--- src/hdl/datapath_params.svh ---
`ifndef DATAPATH_PARAMS_SVH
`define DATAPATH_PARAMS_SVH

// Widths
`define WORD_W      32
`define NUM_GPR     16
`define SEL_W       5

// Bus source codes, 0..15 pick R0..R15
`define SEL_HI      16
`define SEL_LO      17
`define SEL_ZHIGH   18
`define SEL_ZLOW    19
`define SEL_PC      20
`define SEL_MDR     21
`define SEL_INPORT  22
`define SEL_IR      23

// Load enable bit positions, bits 0..15 load R0..R15
`define EN_HI       16
`define EN_LO       17
`define EN_PC       20
`define EN_MDR      21
`define EN_INPORT   22
`define EN_IR       23
`define EN_Z        24
`define EN_MAR      25
`define EN_Y        27

`endif
--- src/hdl/datapathPkg.sv ---
`include "datapath_params.svh"

package datapathPkg;

  typedef logic [`WORD_W-1:0]   word_t;       // One data word
  typedef logic [2*`WORD_W-1:0] dword_t;      // Full ALU result, Zhigh:Zlow
  typedef logic [`SEL_W-1:0]    busSel_t;     // Encoded bus source
  typedef logic [`WORD_W-1:0]   regEnable_t;  // One load bit per destination
  typedef logic [4:0]           shiftAmt_t;   // Shift and rotate distance

  // ALU operation codes as driven by the sequencer
  typedef enum logic [3:0] {
    opPass = 4'd0,
    opAdd  = 4'd3,
    opSub  = 4'd4,
    opAnd  = 4'd5,
    opOr   = 4'd6,
    opShr  = 4'd7,
    opShl  = 4'd8,
    opRor  = 4'd9,
    opRol  = 4'd10,
    opMul  = 4'd12,
    opNeg  = 4'd13,
    opNot  = 4'd14,
    opInc  = 4'd15
  } aluOp_t;

  // General register bank plus the multiply result pair
  typedef struct packed {
    word_t [`NUM_GPR-1:0] r;
    word_t                hi;
    word_t                lo;
  } gprBank_t;

  // Special purpose registers of the datapath
  typedef struct packed {
    word_t pc;
    word_t ir;
    word_t y;
    word_t zHigh;
    word_t zLow;
    word_t mdr;
    word_t mar;
    word_t inPortReg;
  } specialBank_t;

endpackage

--- src/hdl/datapath.sv ---
module datapath
  import datapathPkg::*;
(
  input  logic       Clock,
  input  logic       arstN,
  input  regEnable_t enable,
  input  busSel_t    busSelect,
  input  aluOp_t     aluOp,
  input  logic       mdrRead,
  input  word_t      memDataIn,
  input  word_t      inPort,
  output word_t      busMuxOut,
  output word_t      memAddr
);

  gprBank_t     gpr;
  specialBank_t special;
  word_t        bus;
  dword_t       aluResult;

  registerFile i_regFile (
    .Clock  (Clock),
    .arstN  (arstN),
    .enable (enable),
    .bus    (bus),
    .gpr    (gpr)
  );

  specialRegs i_specialRegs (
    .Clock     (Clock),
    .arstN     (arstN),
    .enable    (enable),
    .bus       (bus),
    .aluResult (aluResult),
    .mdrRead   (mdrRead),
    .memDataIn (memDataIn),
    .inPort    (inPort),
    .special   (special)
  );

  // Shared bus, one source per cycle
  busMux i_busMux (
    .busSel  (busSelect),
    .gpr     (gpr),
    .special (special),
    .bus     (bus)
  );

  // Y is always operand a, the bus operand b
  aluUnit i_alu (
    .aluOp  (aluOp),
    .a      (special.y),
    .b      (bus),
    .result (aluResult)
  );

  assign busMuxOut = bus;
  assign memAddr   = special.mar;

endmodule

--- src/hdl/aluUnit.sv ---
`include "datapath_params.svh"

module aluUnit
  import datapathPkg::*;
(
  input  aluOp_t aluOp,
  input  word_t  a,
  input  word_t  b,
  output dword_t result
);

  shiftAmt_t shamt;
  dword_t    rotSource;
  dword_t    rorWide;
  dword_t    rolWide;
  dword_t    product;
  word_t     wordRes;

  assign shamt = b[4:0];  // Only the low five bits count

  // Doubling the word turns a rotate into a plain shift
  assign rotSource = {a, a};
  assign rorWide   = rotSource >> shamt;
  assign rolWide   = rotSource << shamt;

  // Sign extend both operands so the low 64 bits are the signed product
  assign product = {{`WORD_W{a[`WORD_W-1]}}, a} * {{`WORD_W{b[`WORD_W-1]}}, b};

  always_comb begin
    case (aluOp)
      opAdd:   wordRes = a + b;
      opSub:   wordRes = a - b;
      opAnd:   wordRes = a & b;
      opOr:    wordRes = a | b;
      opShr:   wordRes = a >> shamt;  // Logical, zero fill
      opShl:   wordRes = a << shamt;
      opRor:   wordRes = rorWide[`WORD_W-1:0];
      opRol:   wordRes = rolWide[2*`WORD_W-1:`WORD_W];
      opNeg:   wordRes = -b;
      opNot:   wordRes = ~b;
      opInc:   wordRes = b + word_t'(1);
      opPass:  wordRes = b;
      default: wordRes = '0;
    endcase
  end

  // Multiply fills both halves, everything else lands in Zlow
  always_comb begin
    if (aluOp == opMul) begin
      result = product;
    end else begin
      result = {{`WORD_W{1'b0}}, wordRes};
    end
  end

endmodule

--- src/hdl/busMux.sv ---
`include "datapath_params.svh"

module busMux
  import datapathPkg::*;
(
  input  busSel_t      busSel,
  input  gprBank_t     gpr,
  input  specialBank_t special,
  output word_t        bus
);

  // Upper bit clear means one of the sixteen general registers
  logic isGpr;

  assign isGpr = (busSel < busSel_t'(`NUM_GPR));

  always_comb begin
    bus = '0;  // Unused codes put zero on the bus
    if (isGpr) begin
      bus = gpr.r[busSel[3:0]];
    end else begin
      case (busSel)
        busSel_t'(`SEL_HI):     bus = gpr.hi;
        busSel_t'(`SEL_LO):     bus = gpr.lo;
        busSel_t'(`SEL_ZHIGH):  bus = special.zHigh;
        busSel_t'(`SEL_ZLOW):   bus = special.zLow;
        busSel_t'(`SEL_PC):     bus = special.pc;
        busSel_t'(`SEL_MDR):    bus = special.mdr;
        busSel_t'(`SEL_INPORT): bus = special.inPortReg;
        busSel_t'(`SEL_IR):     bus = special.ir;
        default:                bus = '0;
      endcase
    end
  end

endmodule

--- src/hdl/specialRegs.sv ---
`include "datapath_params.svh"

module specialRegs
  import datapathPkg::*;
(
  input  logic         Clock,
  input  logic         arstN,
  input  regEnable_t   enable,
  input  word_t        bus,
  input  dword_t       aluResult,
  input  logic         mdrRead,
  input  word_t        memDataIn,
  input  word_t        inPort,
  output specialBank_t special
);

  word_t mdrNext;

  // MDR source is memory data on a read, otherwise the bus
  assign mdrNext = mdrRead ? memDataIn : bus;

  // Program counter, advanced through Z by the sequencer
  always_ff @(posedge Clock or negedge arstN) begin
    if (!arstN) begin
      special.pc <= '0;
    end else if (enable[`EN_PC]) begin
      special.pc <= bus;
    end
  end

  always_ff @(posedge Clock or negedge arstN) begin
    if (!arstN) begin
      special.ir <= '0;
    end else if (enable[`EN_IR]) begin
      special.ir <= bus;  // Instruction word, only stored and read back
    end
  end

  // Y holds the first ALU operand
  always_ff @(posedge Clock or negedge arstN) begin
    if (!arstN) begin
      special.y <= '0;
    end else if (enable[`EN_Y]) begin
      special.y <= bus;
    end
  end

  // Both Z halves load together from the ALU
  always_ff @(posedge Clock or negedge arstN) begin
    if (!arstN) begin
      special.zHigh <= '0;
      special.zLow  <= '0;
    end else if (enable[`EN_Z]) begin
      special.zHigh <= aluResult[2*`WORD_W-1:`WORD_W];
      special.zLow  <= aluResult[`WORD_W-1:0];
    end
  end

  always_ff @(posedge Clock or negedge arstN) begin
    if (!arstN) begin
      special.mdr <= '0;
    end else if (enable[`EN_MDR]) begin
      special.mdr <= mdrNext;
    end
  end

  // MAR drives the memory address port directly
  always_ff @(posedge Clock or negedge arstN) begin
    if (!arstN) begin
      special.mar <= '0;
    end else if (enable[`EN_MAR]) begin
      special.mar <= bus;
    end
  end

  always_ff @(posedge Clock or negedge arstN) begin
    if (!arstN) begin
      special.inPortReg <= '0;
    end else if (enable[`EN_INPORT]) begin
      special.inPortReg <= inPort;  // Latch the external input
    end
  end

endmodule

--- src/hdl/registerFile.sv ---
`include "datapath_params.svh"

module registerFile
  import datapathPkg::*;
(
  input  logic       Clock,
  input  logic       arstN,
  input  regEnable_t enable,
  input  word_t      bus,
  output gprBank_t   gpr
);

  // R0 to R15, each with its own load bit
  genvar g;
  generate
    for (g = 0; g < `NUM_GPR; g++) begin : gprLoad
      always_ff @(posedge Clock or negedge arstN) begin
        if (!arstN) begin
          gpr.r[g] <= '0;
        end else if (enable[g]) begin
          gpr.r[g] <= bus;
        end
      end
    end
  endgenerate

  // HI takes the upper product word when moved over the bus
  always_ff @(posedge Clock or negedge arstN) begin
    if (!arstN) begin
      gpr.hi <= '0;
    end else if (enable[`EN_HI]) begin
      gpr.hi <= bus;
    end
  end

  // LO takes the lower product word
  always_ff @(posedge Clock or negedge arstN) begin
    if (!arstN) begin
      gpr.lo <= '0;
    end else if (enable[`EN_LO]) begin
      gpr.lo <= bus;
    end
  end

endmodule

--- config.mk ---
export PLATFORM = sky130hd
export DESIGN_NAME = datapath
export DESIGN_NICKNAME = d
export VERILOG_FILES = /design/src/hdl/datapathPkg.sv /design/src/hdl/datapath.sv /design/src/hdl/aluUnit.sv /design/src/hdl/busMux.sv /design/src/hdl/specialRegs.sv /design/src/hdl/registerFile.sv
export VERILOG_INCLUDE_DIRS = /design/src /design/src/hdl
export SDC_FILE = /design/constraint.sdc
export NUM_CORES = 2
export LEC_CHECK = 0
export ABC_AREA = 1
export ABC_CLOCK_PERIOD_IN_PS = 15950
export BUFFER_PORTS_ARGS = -buffer_cell sky130_fd_sc_hd__buf_2
export CAP_MARGIN = 15
export CORE_MARGIN = 10
export CORE_UTILIZATION = 44
export CTS_CLUSTER_SIZE = 10
export DETAILED_ROUTE_END_ITERATION = 8
export GPL_TIMING_DRIVEN = 0
export PLACE_DENSITY_LB_ADDON = 0.3
export SYNTH_ARGS = -nofsm -noshare
export SYNTH_HDL_FRONTEND = slang
export SYNTH_HIERARCHICAL = 1
export SYNTH_SLANG_ARGS = --single-unit
--- constraint.sdc ---
create_clock -name Clock -period 15.95 [get_ports Clock]
set_clock_uncertainty 0.1 [all_clocks]
set_input_delay 1.595 -clock Clock [delete_from_list [all_inputs] [get_ports Clock]]
set_output_delay 1.595 -clock Clock [all_outputs]
set_load 0.05 [all_outputs]
# --- After elaboration in Yosys (flattened, before gate mapping) ---
# Cells that the tools add are included.
word_totals:
  input_bits: 108
  ff_bits: 832
  latch_bits: 0
  rom_bits: 0
  ram_bits: 0
  out_inout_bits: 64
  n_memories: 0
  elab_cells: 68
op_classes:
  n_addsub: 4
  div: 0
  magnitude_cmp: 2
  n_shift: 4
  reduce_logical: 1
  mux: 7
  n_mul: 1
  eq_ne: 20
  bitwise: 3
op_table:
  columns: ["cell", "count"]
  rows:
  - ["$pmux 32 s12", 1]
  - ["$pmux 32 s8", 1]
  - ["$bmux 32 s4", 1]
  - ["$mux 32", 3]
  - ["$mul 32x32->64", 1]
  - ["$mux 64", 1]
  - ["$shl 64x5->64", 1]
  - ["$shr 64x5->32", 1]
  - ["$eq 5x5->1 const B", 8]
  - ["$add 32x1->32 const B", 1]
  - ["$add 32x32->32", 1]
  - ["$and 32x32->32", 1]
  - ["$neg 32->32", 1]
  - ["$not 32->32", 1]
  - ["$or 32x32->32", 1]
  - ["$shl 32x5->32", 1]
  - ["$shr 32x5->32", 1]
  - ["$sub 32x32->32", 1]
  - ["$eq 4x4->1 const B", 7]
  - ["$eq 4x3->1 const B", 4]
  - ["$lt 4x5->1 const B", 1]
  - ["$lt 5x5->1 const B", 1]
  - ["$eq 4x2->1 const B", 1]
  - ["$logic_not 4->1", 1]

# --- Longest topological paths before layout ---
logic_depth:
  word_depth: 6
  depth_mapped: 49
  ltp_nobuf: 43

# --- Modules after synthesis ---
# The synthesis kept the hierarchy.
by_module_without_submodules:
  columns: ["module", "instances", "cells_each", "seq_area_each_um2", "area_per_inst_um2"]
  rows:
  - ["aluUnit", 1, 7071, 0.0, 48362.6]
  - ["registerFile", 1, 2512, 14413.8, 23304.9]
  - ["specialRegs", 1, 1089, 6406.1, 10057.1]
  - ["busMux", 1, 1915, 0.0, 8084.0]

# --- Worst setup path before layout ---
# No wires, ideal clock.
synth_path:
  path_kind: "input to register"
  startpoint: "input port busSelect[4]"
  endpoint: "register, netlist name i_specialRegs/special[151]"
  setup_slack_ns: 5.467
  arrival_ns: 10.259
  setup_ns: 0.123
  cell_stages: 36
  t_required_ns: 15.727
  path_cell_list: "buf_2 -> buf_2 -> buf_1 -> nand4_1 -> nand4_1 -> nor2_1 -> nand2_1 -> clkbuf_1 -> clkbuf_1 -> clkbuf_1 -> nand2_1 -> inv_1 -> fa_1 -> fa_1 -> fa_1 -> fa_1 -> inv_1 -> fa_1 -> inv_1 -> fa_1 -> inv_1 -> fa_1 -> inv_1 -> fa_1 -> ha_1 -> nand2_1 -> nor2_1 -> inv_1 -> nor2_1 -> inv_1 -> nor4_1 -> a21oi_1 -> nor2_1 -> nor2_1 -> nand2_1 -> o21ai_1"
synth_via:
  elab_chain_len: 5
synth_rtl:
  columns: ["element", "line", "text"]
  rows:
  - ["start, declared", "datapath.sv:7", "input busSel_t busSelect,"]
  - ["$eq 5x5->1", "busMux.sv:22", "case (busSel)"]
  - ["$pmux 32 s8", "busMux.sv:22", null]
  - ["$mux 32 *", "busMux.sv:19", "if (isGpr) begin"]
  - ["net busMuxOut[3]", "datapath.sv:12", "output word_t busMuxOut,"]
  - ["$mul 32x32->64 *", "aluUnit.sv:27", "assign product = {{`WORD_W{a[`WORD_W-1]}}, a} * {{`WORD_W{b[`WORD_W-1]}}, b};"]
  - ["$mux 64 *", "aluUnit.sv:49", "if (aluOp == opMul) begin"]
  - ["net aluResult[55]", "datapath.sv:19", "dword_t aluResult;"]
# Mark *: on every way through the listed nets, which the timed path passes. The rest lies on a longest branch.
# A chain may end at the register's enable or synchronous reset.

# --- Final worst setup path ---
layout_path:
  startpoint: "input port busSelect[3]"
  endpoint: "register, netlist name i_specialRegs/special[153]"
layout_via:
  elab_chain_len: 5
layout_rtl:
  columns: ["element", "line"]
  rows:
  - ["$bmux 32 s4 / $eq 5x5->1 (equally long branches)", "busMux.sv:20, busMux.sv:22"]
  - ["$mux 32 (not written as such) / $pmux 32 s8 (equally long branches)", "busMux.sv:20, busMux.sv:22"]
  - ["$mux 32 *", "busMux.sv:19"]
  - ["$mul 32x32->64 *", "aluUnit.sv:27"]
  - ["$mux 64 *", "aluUnit.sv:49"]
  - ["net aluResult[57]", "datapath.sv:19"]
# Mark *: on every way through the listed nets, which the timed path passes. The rest lies on a longest branch. The select of a mux whose other input is x is not followed.

==> results.md <==
* Row count at between 150 and 200
* Cts bufs inserted at 94
* GP Congestion at between 1 and 1.5
* Crit-path max FO at 11
* Critical Path Start Type: primary input
* Net Count, Synth at between 10,000 and 15,000
* Number of global-route vias before repair at between 80,000 and 90,000
* Drt first-iter violations at between 10,000 and 15,000
* Vias at a little under 90,000
* Post-synthesis cell area at 89,810 µm²
* Die area at about 220,000 µm²
* Commonest non-fill, non-tap cells in the layout: 5,141 x nand2_1, 1,966 x inv_1, 1,083 x fa_1
* Xor/xnor cell area share of the yosys netlist at 0.003316
* Max Clock Freq at between 0.07 and 0.08 GHz
* Clock transition at path regs at approximately 0.06 ns
* Multiplexer share of the synthesized area at 0
* Hold buffers post-CTS at 0
* Max-slew violations at 0
* Number of antenna violations at the first check in global routing at 27
* Crit. path cell count at 38
* Average wire per standard cell at between 20 and 30 µm
* Hold path cells at 2
* Slew headroom at 0.08120
* I/O Buffers at roughly 130
* Grt ovf at 0
* Sequential fraction of the synthesis area at 0.2318
* CTS tree: built
* Endpoints failing setup at 0
* Worst R2R Start: i_regFile/gpr[547]
* First-pass iteration count of the detailed router at 8
* Critical Path Source: busSelect[3]
* Commonest non-fill, non-tap cell in the layout: nand2_1
* IO Pins at between 150 and 200
* Share of cells above drive strength 1 at 0.07023
* Top_reg_cell synth: dfrtp_1
* WP data arrival at around 14 ns
* Simple-gate portion of the synthesized area at 0.3140
* Fill cells at 20,850
* Total Routing Usage GR at 0.3679
* Area grow syn2layout at 7.922%
* Setup CP Type: primary input to flop
* Post-synth EDFFs at 0
* Setup crit end kind: flop
* Setup crit end: i_specialRegs/special[153]
* Seq cells post-synth at about 830
* Worst r2r path cells at 38
* Synth warnings at 6
* Place WS at about 2.1 ns
* Post-CTS Repair Setup Buffers at 0
* Largest family of logic cells by synthesized area: simple AND/OR/NAND/NOR gates
* Async S/R FF share, synth at 1.000
* CP peak stage delay at 1.00 ns
* CTS Buffer Depth at 3
* R2r endpoint: i_specialRegs/special[153]
* Core ar. at slightly above 200,000 µm²
* Clk Latency, worst-skew pair at just over 0.7 ns
* Max-cap violations at 0
* Hold Vio Cnt, Final at 0
* DR DRC count at 0
* Min Tclk post-route at around 14 ns
* TritonCTS sink count at 832
* First-pass GRT wire length at 596.6 mm
* Vias per cell at between 5 and 6
* Post-CTS sizing at 0
* Nets at about 14,000
* Outcome: complete, no violations
* Antenna viol nets, final at 0
* Syn avg cell area at 7.135 µm²
* Synth unique cells at 54
* Slowest cell on the critical path: fa_1
* HP Class: flop to flop
* Compound-Gate Fraction of Synth Area at 0.04056
* Final Cycle Share at 0.8545
* Buf/Inv on CP at 12
* Pin count of the biggest net entering global routing at between 100 and 150
* Die X at 471.8 µm
* Synth Area in Adders at 0.2759
* Worst slew pin tran at about 1.4 ns
* HPWL Detailed at between 300 and 400 mm
* RSZ-0062 raised after global routing: false
* Drt total wl at around 420 mm
* Top delay family on crit path: adder cells
* Initial Utilization at 0.4434
* Root buf cell: clkbuf_16
* Worst Hold Launch: i_regFile/gpr[148]
* Critical Path RT at ~16 ns
* Final WS setup at ~2.3 ns
* Syn Inst Count at approximately 13,000
* Die height at 471.8 µm
* # H-tree levels at 3
* Reg2reg setup slack at slightly below 4 ns
[through the flow]
stage	instances	hold slack (ns)	util	TNS [ns]	area (µm²)
CTS	15520	0.3721	0.4777	0	96750
finish	15540	0.3681	0.4786	0	96920
global placement	15390	0.3533	0.4632	-4200.51	93820
detailed placement	15410	0.3583	0.4653	0	94230
floorplan	12590	0.3417	-	0	89810
global route	15530	0.3824	0.4784	0	96900
[worst register-to-register path: cells and delay by family (launching register included)]
kind	cells	cell delay, ns
adder cells (fa/ha/maj)	9	5.33
buffers and inverters	9	3.16
AND/OR/NAND/NOR	19	2.88
flip-flops	1	0.43
AO/OA/AOI/OAI	1	0.05
[worst min-delay path by stage]
stage,to,slack [ns]
after floorplan,i_regFile/gpr[190],0.34
after global placement,i_regFile/gpr[193],0.35
after detailed placement,i_regFile/gpr[420],0.36
after CTS,i_regFile/gpr[420],0.37
after global routing,i_regFile/gpr[158],0.38
final,i_regFile/gpr[148],0.37
[state kept, by name, summed over array words and instances (netlist names)]
register               count
i_regFile/gpr            576
i_specialRegs/special    256
[synthesized netlist by cell type, types with 47 or more instances]
cell / count / area share
buf_6: 88 / 0.011
buf_1: 47 / 0.0020
nand4_1: 209 / 0.015
o21ai_0: 242 / 0.013
buf_2: 156 / 0.0087
clkbuf_1: 280 / 0.012
fa_1: 1084 / 0.24
nor2_1: 670 / 0.028
nand2_1: 5141 / 0.21
dfrtp_1: 832 / 0.23
buf_4: 154 / 0.013
inv_1: 1966 / 0.082
ha_1: 246 / 0.034
nand3_1: 685 / 0.038
a21oi_1: 349 / 0.019
nand2_2: 155 / 0.011
[layout make-up]
cell class	count	area, µm²	area share
tap	2672	3343	0.03449
sequential	832	20820	0.2148
multi-input combinational	9012	56920	0.5873
antenna	13	32.53	0.0003356
inverter	1995	7576	0.07817
buffer	748	4496	0.04638
clock buffer	101	2379	0.02454
timing repair buffer	161	1206	0.01244
clock inverter	8	146.4	0.001510
[kinds of logic after synthesis]
kind of cell | Yosys count
AND/OR/NAND/NOR | 6961
buffers and inverters | 2743
adder cells (fa/ha/maj) | 1330
flip-flops | 832
AO/OA/AOI/OAI | 687
XOR/XNOR | 34
[layer usage]
layer / global-route usage / up-vias / share of wire
li1: - / 37990 / -
met1: 0.5449 / 42600 / 0.43
met2: 0.4957 / 5588 / 0.39
met3: 0.1198 / 830 / 0.14
met4: 0.1312 / 20 / 0.043
met5: 0 / - / 0.00032
Power is not shown: default switching activity piles up to over one toggle a cycle in this logic, so the estimate is an artifact.
